==> src/rtl/sonar_defs.svh <==
`ifndef SONAR_DEFS_SVH
`define SONAR_DEFS_SVH

////////////////////////////////////////
// sensor array
////////////////////////////////////////

// six sensors at odd multiples of 15 degrees
`define SONAR_SENSORS 6

////////////////////////////////////////
// ranging timing
////////////////////////////////////////

// trigger pulse length in clock cycles
`define SONAR_TRIGGER_CYCLES 10

// echo cycles per distance unit, small so simulation stays short
`define SONAR_CYCLES_PER_UNIT 4

// quiet gap before each run in clock cycles
`define SONAR_SETTLE_CYCLES 16

// distance code for no echo or an echo past 254 units
`define SONAR_NO_ECHO 8'hff

////////////////////////////////////////
// register map, word addresses
////////////////////////////////////////

`define REG_CONTROL 2'd0
`define REG_STATUS 2'd1
`define REG_LOCATION 2'd2

`endif

==> src/rtl/bus_pkg.sv <==
`default_nettype none

package bus_pkg;

   ////////////////////////////////////////
   // wishbone classic types
   ////////////////////////////////////////

   // word address, four registers at most
   typedef logic [1:0] wb_addr_t;

   // data bus width
   typedef logic [31:0] wb_data_t;

   // master to slave, held while cyc and stb are high
   typedef struct packed {
      logic     cyc;
      logic     stb;
      logic     we;
      wb_addr_t adr;
      wb_data_t dat;
   } wb_req_t;

   // slave to master
   // read data is valid in the ack cycle
   typedef struct packed {
      logic     ack;
      wb_data_t dat;
   } wb_rsp_t;

endpackage

`default_nettype wire

==> src/rtl/sonar_pkg.sv <==
`default_nettype none

package sonar_pkg;

   ////////////////////////////////////////
   // ranging values
   ////////////////////////////////////////

   // distance in units, all ones means nothing seen
   typedef logic [7:0] distance_t;

   // angle in units of 15 degrees, always odd for a real sensor
   typedef logic [3:0] angle_t;

   // index of one of the six sensors
   typedef logic [2:0] sensor_t;

   // reported location, angle sits above distance
   typedef struct packed {
      angle_t    angle;
      distance_t distance;
   } location_t;

   ////////////////////////////////////////
   // state machines
   ////////////////////////////////////////

   // sweep over all sensors
   typedef enum logic [1:0] {
      sweep_idle,
      sweep_run,
      sweep_wait,
      sweep_report
   } sweep_state_t;

   // one trigger and echo measurement
   typedef enum logic [1:0] {
      ranger_idle,
      ranger_trigger,
      ranger_listen,
      ranger_measure
   } ranger_state_t;

endpackage

`default_nettype wire

==> src/rtl/echo_ranger.sv <==
`timescale 1ns/1ps
`default_nettype none
`include "sonar_defs.svh"

module echo_ranger (
   input  logic                 clock,
   input  logic                 reset,
   input  logic                 start,
   input  sonar_pkg::sensor_t   sensor,
   input  logic [5:0]           echo,
   output logic [5:0]           trigger,
   output sonar_pkg::distance_t distance,
   output logic                 done
);

   localparam int trig_w = $clog2(`SONAR_TRIGGER_CYCLES + 1);
   localparam int pre_w  = $clog2(`SONAR_CYCLES_PER_UNIT);
   // last count before the unit counter saturates
   localparam sonar_pkg::distance_t last_unit = sonar_pkg::distance_t'(`SONAR_NO_ECHO - 1);

   sonar_pkg::ranger_state_t state;
   logic [trig_w-1:0]        trig_count;
   logic [pre_w-1:0]         prescale;
   sonar_pkg::distance_t     units;
   logic                     echo_bit;
   logic                     unit_tick;

   // only the selected sensor is listened to
   assign echo_bit  = echo[sensor];
   // prescaler wraps once per distance unit
   assign unit_tick = (prescale == pre_w'(`SONAR_CYCLES_PER_UNIT - 1));
   // trigger only on the selected pin, only while in the trigger state
   assign trigger   = (state == sonar_pkg::ranger_trigger) ? (6'b000001 << sensor) : 6'b000000;

   always_ff @(posedge clock) begin
      if (reset) begin
         state      <= sonar_pkg::ranger_idle;
         trig_count <= '0;
         prescale   <= '0;
         units      <= '0;
         distance   <= '0;
         done       <= 1'b0;
      end else begin
         // done is a single cycle pulse
         done <= 1'b0;
         case (state)
            sonar_pkg::ranger_trigger: begin
               trig_count <= trig_count + 1'b1;
               if (trig_count == trig_w'(`SONAR_TRIGGER_CYCLES - 1)) begin
                  state    <= sonar_pkg::ranger_listen;
                  prescale <= '0;
                  units    <= '0;
               end
            end
            sonar_pkg::ranger_listen: begin
               if (echo_bit) begin
                  // the rising cycle already counts as echo time
                  state    <= sonar_pkg::ranger_measure;
                  prescale <= pre_w'(1);
                  units    <= '0;
               end else if (unit_tick) begin
                  prescale <= '0;
                  if (units == last_unit) begin
                     // echo never came back
                     distance <= `SONAR_NO_ECHO;
                     done     <= 1'b1;
                     state    <= sonar_pkg::ranger_idle;
                  end else begin
                     units <= units + 1'b1;
                  end
               end else begin
                  prescale <= prescale + 1'b1;
               end
            end
            sonar_pkg::ranger_measure: begin
               if (!echo_bit) begin
                  // falling edge, whole units counted so far
                  distance <= units;
                  done     <= 1'b1;
                  state    <= sonar_pkg::ranger_idle;
               end else if (unit_tick) begin
                  prescale <= '0;
                  if (units == last_unit) begin
                     // still high at 255 units, saturate
                     distance <= `SONAR_NO_ECHO;
                     done     <= 1'b1;
                     state    <= sonar_pkg::ranger_idle;
                  end else begin
                     units <= units + 1'b1;
                  end
               end else begin
                  prescale <= prescale + 1'b1;
               end
            end
            default: begin
               if (start) begin
                  state      <= sonar_pkg::ranger_trigger;
                  trig_count <= '0;
               end
            end
         endcase
      end
   end

endmodule

`default_nettype wire

==> src/rtl/median_of_three.sv <==
`timescale 1ns/1ps
`default_nettype none
`include "sonar_defs.svh"

module median_of_three (
   input  logic                 clock,
   input  logic                 reset,
   input  logic                 start,
   input  sonar_pkg::sensor_t   sensor,
   input  logic [5:0]           echo,
   output logic [5:0]           trigger,
   output sonar_pkg::distance_t distance,
   output logic                 done
);

   localparam int settle_w = $clog2(`SONAR_SETTLE_CYCLES + 1);

   typedef enum logic [1:0] {
      median_idle,
      median_settle,
      median_run
   } median_state_t;

   median_state_t        state;
   logic [settle_w-1:0]  settle_count;
   logic [1:0]           run_index;
   logic                 ranger_start;
   logic                 ranger_done;
   sonar_pkg::distance_t ranger_distance;
   // first two runs, the third goes straight into the compare
   sonar_pkg::distance_t results [0:1];

   // median by clamping c between the smaller and larger of a and b
   function automatic sonar_pkg::distance_t median3(input sonar_pkg::distance_t a, b, c);
      sonar_pkg::distance_t lo;
      sonar_pkg::distance_t hi;
      lo = (a < b) ? a : b;
      hi = (a < b) ? b : a;
      if (c < lo) return lo;
      if (c > hi) return hi;
      return c;
   endfunction

   echo_ranger echo_ranger_inst (
      .clock    (clock),
      .reset    (reset),
      .start    (ranger_start),
      .sensor   (sensor),
      .echo     (echo),
      .trigger  (trigger),
      .distance (ranger_distance),
      .done     (ranger_done)
   );

   ////////////////////////////////////////
   // run sequencing
   ////////////////////////////////////////

   always_ff @(posedge clock) begin
      if (reset) begin
         state        <= median_idle;
         settle_count <= '0;
         run_index    <= '0;
         ranger_start <= 1'b0;
         distance     <= '0;
         done         <= 1'b0;
      end else begin
         ranger_start <= 1'b0;
         done         <= 1'b0;
         case (state)
            median_settle: begin
               // quiet gap lets old echoes die out
               settle_count <= settle_count + 1'b1;
               if (settle_count == settle_w'(`SONAR_SETTLE_CYCLES - 1)) begin
                  ranger_start <= 1'b1;
                  state        <= median_run;
               end
            end
            median_run: begin
               if (ranger_done) begin
                  if (run_index == 2'd2) begin
                     distance <= median3(results[0], results[1], ranger_distance);
                     done     <= 1'b1;
                     state    <= median_idle;
                  end else begin
                     run_index    <= run_index + 1'b1;
                     settle_count <= '0;
                     state        <= median_settle;
                  end
               end
            end
            default: begin
               if (start) begin
                  run_index    <= '0;
                  settle_count <= '0;
                  state        <= median_settle;
               end
            end
         endcase
      end
   end

   // keep the first two results
   always_ff @(posedge clock) begin
      if (state == median_run && ranger_done && run_index != 2'd2) begin
         results[run_index[0]] <= ranger_distance;
      end
   end

endmodule

`default_nettype wire

==> src/rtl/sweep_locator.sv <==
`timescale 1ns/1ps
`default_nettype none
`include "sonar_defs.svh"

module sweep_locator (
   input  logic                 clock,
   input  logic                 reset,
   input  logic                 start,
   input  logic [5:0]           echo,
   output logic [5:0]           trigger,
   output logic [5:0]           power,
   output sonar_pkg::location_t location,
   output logic                 busy,
   output logic                 done
);

   // nothing found, reported as angle 1 distance 0
   localparam sonar_pkg::location_t no_target = 12'h100;

   sonar_pkg::sweep_state_t state;
   sonar_pkg::sensor_t      sensor;
   sonar_pkg::sensor_t      best_sensor;
   sonar_pkg::distance_t    best_distance;
   sonar_pkg::angle_t       best_angle;
   logic                    best_valid;
   logic                    median_start;
   logic                    median_done;
   sonar_pkg::distance_t    median_distance;
   logic                    last_sensor;

   median_of_three median_of_three_inst (
      .clock    (clock),
      .reset    (reset),
      .start    (median_start),
      .sensor   (sensor),
      .echo     (echo),
      .trigger  (trigger),
      .distance (median_distance),
      .done     (median_done)
   );

   assign last_sensor = (sensor == sonar_pkg::sensor_t'(`SONAR_SENSORS - 1));
   // sensor n sits at (2n + 1) times 15 degrees
   assign best_angle  = {best_sensor, 1'b1};
   assign busy        = (state != sonar_pkg::sweep_idle);

   // power only the sensor being ranged
   always_comb begin
      power = 6'b000000;
      if (state == sonar_pkg::sweep_run || state == sonar_pkg::sweep_wait) begin
         power = 6'b000001 << sensor;
      end
   end

   ////////////////////////////////////////
   // sweep FSM
   ////////////////////////////////////////

   always_ff @(posedge clock) begin
      if (reset) begin
         state         <= sonar_pkg::sweep_idle;
         sensor        <= '0;
         best_sensor   <= '0;
         best_distance <= '0;
         best_valid    <= 1'b0;
         median_start  <= 1'b0;
         location      <= '0;
         done          <= 1'b0;
      end else begin
         median_start <= 1'b0;
         done         <= 1'b0;
         case (state)
            sonar_pkg::sweep_run: begin
               median_start <= 1'b1;
               state        <= sonar_pkg::sweep_wait;
            end
            sonar_pkg::sweep_wait: begin
               if (median_done) begin
                  // first sensor always taken, later ones only if strictly closer
                  if (!best_valid || median_distance < best_distance) begin
                     best_distance <= median_distance;
                     best_sensor   <= sensor;
                     best_valid    <= 1'b1;
                  end
                  if (last_sensor) begin
                     state <= sonar_pkg::sweep_report;
                  end else begin
                     sensor <= sensor + 1'b1;
                     state  <= sonar_pkg::sweep_run;
                  end
               end
            end
            sonar_pkg::sweep_report: begin
               if (best_distance == `SONAR_NO_ECHO) begin
                  location <= no_target;
               end else begin
                  location.angle    <= best_angle;
                  location.distance <= best_distance;
               end
               done  <= 1'b1;
               state <= sonar_pkg::sweep_idle;
            end
            default: begin
               if (start) begin
                  sensor     <= '0;
                  best_valid <= 1'b0;
                  state      <= sonar_pkg::sweep_run;
               end
            end
         endcase
      end
   end

endmodule

`default_nettype wire

==> src/rtl/wb_locator_regs.sv <==
`timescale 1ns/1ps
`default_nettype none
`include "sonar_defs.svh"

module wb_locator_regs (
   input  logic                 clock,
   input  logic                 reset,
   input  bus_pkg::wb_req_t     req,
   output bus_pkg::wb_rsp_t     rsp,
   input  logic                 busy,
   input  logic                 sweep_done,
   input  sonar_pkg::location_t location,
   output logic                 start
);

   logic                 ack;
   bus_pkg::wb_data_t    read_data;
   logic                 done_bit;
   sonar_pkg::location_t location_copy;
   logic                 access;
   logic                 start_write;
   logic                 start_issue;

   // new access, the ack cycle itself is not a second one
   assign access      = req.cyc && req.stb && !ack;
   assign start_write = access && req.we && (req.adr == `REG_CONTROL) && req.dat[0];
   // writes while busy are acked and dropped
   assign start_issue = start_write && !busy;

   assign rsp.ack = ack;
   assign rsp.dat = read_data;

   ////////////////////////////////////////
   // ack, start and result stage
   ////////////////////////////////////////

   always_ff @(posedge clock) begin
      if (reset) begin
         ack           <= 1'b0;
         start         <= 1'b0;
         done_bit      <= 1'b0;
         location_copy <= '0;
      end else begin
         ack   <= access;
         start <= start_issue;
         // done clears on a new start, sets at the end of a sweep
         if (start_issue) begin
            done_bit <= 1'b0;
         end else if (sweep_done) begin
            done_bit <= 1'b1;
         end
         if (sweep_done) begin
            location_copy <= location;
         end
      end
   end

   // read mux, registered so data lines up with ack
   always_ff @(posedge clock) begin
      if (access) begin
         case (req.adr)
            `REG_STATUS:   read_data <= {30'd0, done_bit, busy};
            `REG_LOCATION: read_data <= {20'd0, location_copy};
            // control reads and the unused address return zero
            default:       read_data <= '0;
         endcase
      end
   end

endmodule

`default_nettype wire

==> src/rtl/sonar_locator_top.sv <==
`timescale 1ns/1ps
`default_nettype none

module sonar_locator_top (
   input  logic             clock,
   input  logic             reset,
   input  bus_pkg::wb_req_t wb_req,
   output bus_pkg::wb_rsp_t wb_rsp,
   input  logic [5:0]       echo,
   output logic [5:0]       trigger,
   output logic [5:0]       power
);

   // between the register block and the sweep
   logic                 start;
   logic                 busy;
   logic                 sweep_done;
   sonar_pkg::location_t location;

   // bus slave with the location result register
   wb_locator_regs wb_locator_regs_inst (
      .clock      (clock),
      .reset      (reset),
      .req        (wb_req),
      .rsp        (wb_rsp),
      .busy       (busy),
      .sweep_done (sweep_done),
      .location   (location),
      .start      (start)
   );

   // sweep over the six sensors
   sweep_locator sweep_locator_inst (
      .clock    (clock),
      .reset    (reset),
      .start    (start),
      .echo     (echo),
      .trigger  (trigger),
      .power    (power),
      .location (location),
      .busy     (busy),
      .done     (sweep_done)
   );

endmodule

`default_nettype wire

==> config.mk <==
export PLATFORM = sky130hd
export DESIGN_NAME = sonar_locator_top
export DESIGN_NICKNAME = d
export VERILOG_FILES = /design/src/rtl/bus_pkg.sv /design/src/rtl/sonar_pkg.sv /design/src/rtl/echo_ranger.sv /design/src/rtl/median_of_three.sv /design/src/rtl/sweep_locator.sv /design/src/rtl/wb_locator_regs.sv /design/src/rtl/sonar_locator_top.sv
export VERILOG_INCLUDE_DIRS = /design/src /design/src/rtl
export SDC_FILE = /design/constraint.sdc
export NUM_CORES = 1
export LEC_CHECK = 0
export ABC_AREA = 1
export CORE_MARGIN = 2
export CORE_UTILIZATION = 39
export CTS_CLUSTER_SIZE = 20
export DETAILED_ROUTE_END_ITERATION = 10
export DONT_BUFFER_PORTS = 1
export PLACE_DENSITY = 0.64
export SLEW_MARGIN = 20
export SYNTH_ARGS = -nofsm -noshare
export SYNTH_HDL_FRONTEND = slang
export SYNTH_SLANG_ARGS = --single-unit
export TNS_END_PERCENT = 20
==> constraint.sdc <==
create_clock -name clock -period 3.6 [get_ports clock]
set_input_delay 0.18 -clock clock [delete_from_list [all_inputs] [get_ports clock]]
set_output_delay 0.18 -clock clock [all_outputs]
set_load 0.02 [all_outputs]
# ---- Word-level counts from Yosys, hierarchy flattened
# Memory sizes are Yosys's and may differ from the RTL's.
# Cells that the tools add are included.
dict set report word_totals {
  ff_bits 122
  mem_bits_rw 16
  inputBits 45
  elab_cells 196
  memories 1
}
# memory depth word_bits read_ports rd_ports_with_merged_regs wr line_no
set mem_list {}
lappend mem_list {sweep_locator_inst.median_of_three_inst.results 2 8 2 0 1 median_of_three.sv:31} ;# sonar_pkg::distance_t results [0:1];
dict set report classes {
  addsub 6
  n_lt_le_gt_ge 5
  eq_ne 27
  n_shift 1
  mux 84
  bitwise_logic 5
  n_reduce_logical 40
}
# cell n
set op_table {}
lappend op_table {{8-bit two-way mux} 15}
lappend op_table {{2-bit two-way mux} 19}
lappend op_table {{1-bit two-way mux} 26}
lappend op_table {{8-bit < comparator} 3}
lappend op_table {{12-bit case mux with 2 select lines} 1}
lappend op_table {{8-bit case mux with 3 select lines} 1}
lappend op_table {{2-bit case mux with 3 select lines} 3}
lappend op_table {{2-bit == test, second input constant} 8}
lappend op_table {{8-bit == test, second input constant} 2}
lappend op_table {{2-bit inequality test, second input constant} 8}
lappend op_table {{8-bit case mux with 2 select lines} 1}
lappend op_table {{5-bit two-way mux} 3}
lappend op_table {{3-bit AND reduction} 5}
lappend op_table {{12-bit two-way mux} 1}
lappend op_table {{6-bit two-way mux} 2}
lappend op_table {{4-bit AND reduction} 3}
lappend op_table {{5-bit case mux with 2 select lines} 1}
lappend op_table {{2-bit nonzero test} 5}
lappend op_table {{3-bit two-way mux} 3}
lappend op_table {{8-bit by 1-bit adder with 8-bit output, second input constant} 1}
lappend op_table {{2-bit by 1-bit == test with 1-bit output, second input constant} 4}
lappend op_table {{8-bit greater-than comparator} 1}
lappend op_table {{1-bit logical AND} 8}
lappend op_table {{2-bit case mux with 2 select lines} 2}
lappend op_table {{24 further kinds} 42}

# ---- Longest topological paths before layout
# An unclocked memory read counts as a cell.
dict set report logic_depth {
  word_depth 16
  ltp_mapped 24
  depth_no_buf 22
}

# ---- Hierarchy
# From an unflattened synthesis, not the netlist that was laid out.
dict set report hier_totals {
  cells_unflattened 885
  area_unflattened_um2 6681.4
}
# mod n_inst cells_each area_per_inst_um2 seq_area_each_um2
set modules_own_cells {}
lappend modules_own_cells {median_of_three 1 278 2208.4 860.8}
lappend modules_own_cells {sweep_locator 1 227 1636.6 620.6}
lappend modules_own_cells {echo_ranger 1 246 1625.3 500.5}
lappend modules_own_cells {wb_locator_regs 1 134 1211.2 660.6}

# ---- Worst setup path before layout
# Ideal clock, no wire load.
dict set report synth_timing {
  path_type {register -> register}
  from {memory sweep_locator_inst.median_of_three_inst.results[0][7] in the netlist's numbering}
  to {register sweep_locator_inst.median_of_three_inst.distance[6]}
  setup_ns 0.072
  arrival_ns 2.814
  required_time_ns 3.528
  path_slack_ns 0.714
  stages_incl_launch_ff 20
  n_path_buf 2
  period_less_slack_ns 2.886
  cell_sequence {edfxtp_1 -> ha_1 -> nand2_1 -> o21a_1 -> nand2_4 -> inv_2 -> buf_6 -> or2_1 -> nand2_1 -> ha_1 -> a21oi_1 -> o21a_1 -> nor2_1 -> o32a_1 -> buf_4 -> o21ai_0 -> inv_1 -> nand2_1 -> nand3_1 -> a21oi_1}
}
# item line_no
set synth_rtl {}
lappend synth_rtl {{start: declaration} median_of_three.sv:31}
lappend synth_rtl {{end signal: assignment} median_of_three.sv:82} ;# distance <= median3(results[0], results[1], ranger_distance);
lappend synth_rtl {{end: declaration} median_of_three.sv:12} ;# output sonar_pkg::distance_t distance,

==> impl_metrics.toml <==
[setup_path]
r2r.worst_path.cells = 16
setup.worst_path.class = "flip-flop to flip-flop"
setup.worst_path.end_class = "flip-flop"
cp_slowest_cell = "o32a_2"
critical_path_required_ns = 3.96
path_max_fanout = 14
critical_path_s_largest_stage_delay_ns = 0.52
arrival_ns = 3.62
critPathLaunchType = "flip-flop"
worst-r2r-setup-slack_ns = 0.34
crit_path_cell_trace = "ha_1 > a21oi_1 > o21a_1 > nand2_4 > inv_2 > or2_2 > nand2_1 > ha_1 > nand4_1 > o32a_2 > buf_4 > o21ai_0 > inv_1 > nand2_1 > nand3_1 > a21oi_1"

[job]
maxCapViolations = 0

[timing]
final_period_util_pct = 90.5
totalNegativeSetupSlack_ns = 0
worst_slew_pin_slew_ns = 0.740
fin_hold_ws_ns = 0.0394
slew_violations = 0
final_hold_viol_count = 0
grt_setup_unrepaired = "no"
timing.fmax_ghz = 0.307
final_report_setup_violation_count = 0
period_needed_ns = 3.26
slew-limit-headroom_pct = 50.5
clock-skew-final_ns = 0.00842

[routing]
detail_routed_via_count_per_cell = 4.80
postRouteWirelength_um = 11900
wl_per_cell_um = 11.8
vias = 4824
route.detailed.drc = 0
first_pass_iters = 5
1st_iter_drt_viols = 238
postRouteAntennaNets = 0

[die]
die_w_um = 131
std_cell_rows = 46
die_area_mm2 = 0.0170
starting_utilization_of_the_core_area_pct = 39.6
core_mm2 = 0.0158
height_of_the_chip_um = 131
boundaryPins = 90

[hold_path]
worstHoldStart = "reset"
min-delay-path-class = "primary input to flip-flop"
min_path_cells = 2

[synthesis]
postSynthAreaPerCell_um2 = 8.10
synth_top_cells_by_area = "dfxtp_1 (29%), edfxtp_1 (13%), ha_1 (10%)"
netlist_instances = 771
yosysUniqueCellTypes = 51
yosysTopAreaCell = "dfxtp_1"
asyncSetResetFlopFracSynth_pct = 0
yosys_warnings = 0
count_of_flip_flops_with_a_built_in_enable_after_synthesis = 28
seq_area_frac_synth_pct = 42.3
synth.top_cell.area_share_pct = 28.8
synth_seq_cells = 118
synth_ff_type = "dfxtp_1"
post_synth_instance_area_mm2 = 0.00625

[cts]
cts_tree = "yes"
buffer_depth_of_the_longest_clock_path = 2
worst_skew_pair.late_latency_ns = 0.42
cts_htree_levels = 4
clk_root_buffer_cell = "clkbuf_16"
sink_count_of_the_clock_tree = 118
cts_made_buffers = 17
worst_setup_hold_path_clk_slew_ns = 0.06

[final_layout]
nFillCells = 1566
final_nets = 872
syn2layout_area_growth_pct = 11.8
final_antenna_diode_count = 0
share_of_layout_cells_above_drive_strength_1_pct = 9.00
layout_common_cells = "inv_1 (108), nand2_1 (108), dfxtp_1 (90)"
post_layout_nonfiller_instances = 1005
final_design_area_no_fill_mm2 = 0.00698

[place]
numPlacedInstances = 969
half_perimeter_wire_length_of_the_detailed_placement_result_um = 8430
detailed_place.area_mm2 = 0.00637
number_of_input_and_output_port_buffers_inserted = 0
gp_congestion = 0.813

[grt]
grt_usage_pct = 14.6
grt_pass1_vias = 4317
grt.overflow.total = 0
number_of_antenna_violations_at_the_first_check_in_global_routing = 0
grt_max_degree = 39
grt_pass1_wl_um = 19600

[outcome]
status = "completed"

[pwr]
powerDensity_mw_per_mm2 = 481
leakagePower_uw = 0.00292
irDropWorstVdd_mv = 0.338
total_power_uw = 3360
==> final cells by class <==
type / count / area [um2] / area share, %
clock buffers: 18 / 429 / 6.15
clock inverters: 14 / 129 / 1.85
inverters: 117 / 447 / 6.40
multi-input cells: 513 / 2980 / 42.6
flip-flops and latches: 118 / 2640 / 37.9
well taps: 216 / 270 / 3.87
repair buffers: 9 / 87.6 / 1.25
==> how the worst max path moves through the flow <==
stage | slack (ns) | endpoint
2_1_floorplan | 0.71 | flip-flop
3_3_place_gp | 0.32 | flip-flop
3_5_place_dp | 0.31 | flip-flop
4_1_cts | 0.28 | flip-flop
5_1_grt | 0.08 | flip-flop
6_report | 0.34 | flip-flop
==> where the power goes <==
group / switching [uW] / internal (uW) / leakage, uW
logic: 237 / 104 / 0.00166
registers: 41.9 / 1400 / 0.000990
clock network: 624 / 950 / 0.000268
==> metrics by stage <==
stage	setup WS [ns]	utilization [%]
floorplan	0.714	-
global placement	0.320	40.4
detailed placement	0.306	40.4
CTS	0.284	44.3
global route	0.0839	44.3
finish	0.341	44.3
==> metal layers <==
layer / global-route usage (%) / wire length, um
met4: 7.38 / 282
met2: 23.1 / 5520
met5: 0 / 0
met3: 4.56 / 402
met1: 18.0 / 5690
==> timing repair <==
action / 4_1_cts / 5_1_grt
hold buffers: 4 / 0
hold endpoints to repair: 35 / 0
setup buffers: 0 / 0
setup endpoints to repair: 0 / 7
resized for setup: 0 / 1
==> logic make-up (layout without fill, tap and decap cells) <==
logic type / after synthesis / count (layout) / share of synthesized area [%]
flops: 118 / 118 / 42.3
xor+xnor: 2 / 2 / 0.280
compound gates: 185 / 185 / 17.5
simple gates: 255 / 255 / 18.4
other cells: 1 / 20 / 0.0600
fa+ha+maj: 51 / 51 / 10.2
buf+inv: 159 / 158 / 11.2
==> Yosys cell counts, drive strengths merged (8+ instances only) <==
cell type and instances:
a221oi 12, a21oi 67, buf 27, nor2 68, or2 8, a211oi 9, nand2 118, edfxtp 28
o21ai 76, nand3 34, nor3 20, dfxtp 90, ha 51, clkbuf 15, inv 116
==> worst max-delay path, delay by kind of cell (launching register included) <==
kind / cells / cell delay, ns
flip-flops: 1 / 0.41
adder cells (fa/ha/maj): 2 / 0.62
buffers and inverters: 3 / 0.40
AND/OR/NAND/NOR: 6 / 0.56
AO/OA/AOI/OAI: 5 / 1.20
No activity file was read; power rests on OpenSTA's default activity.
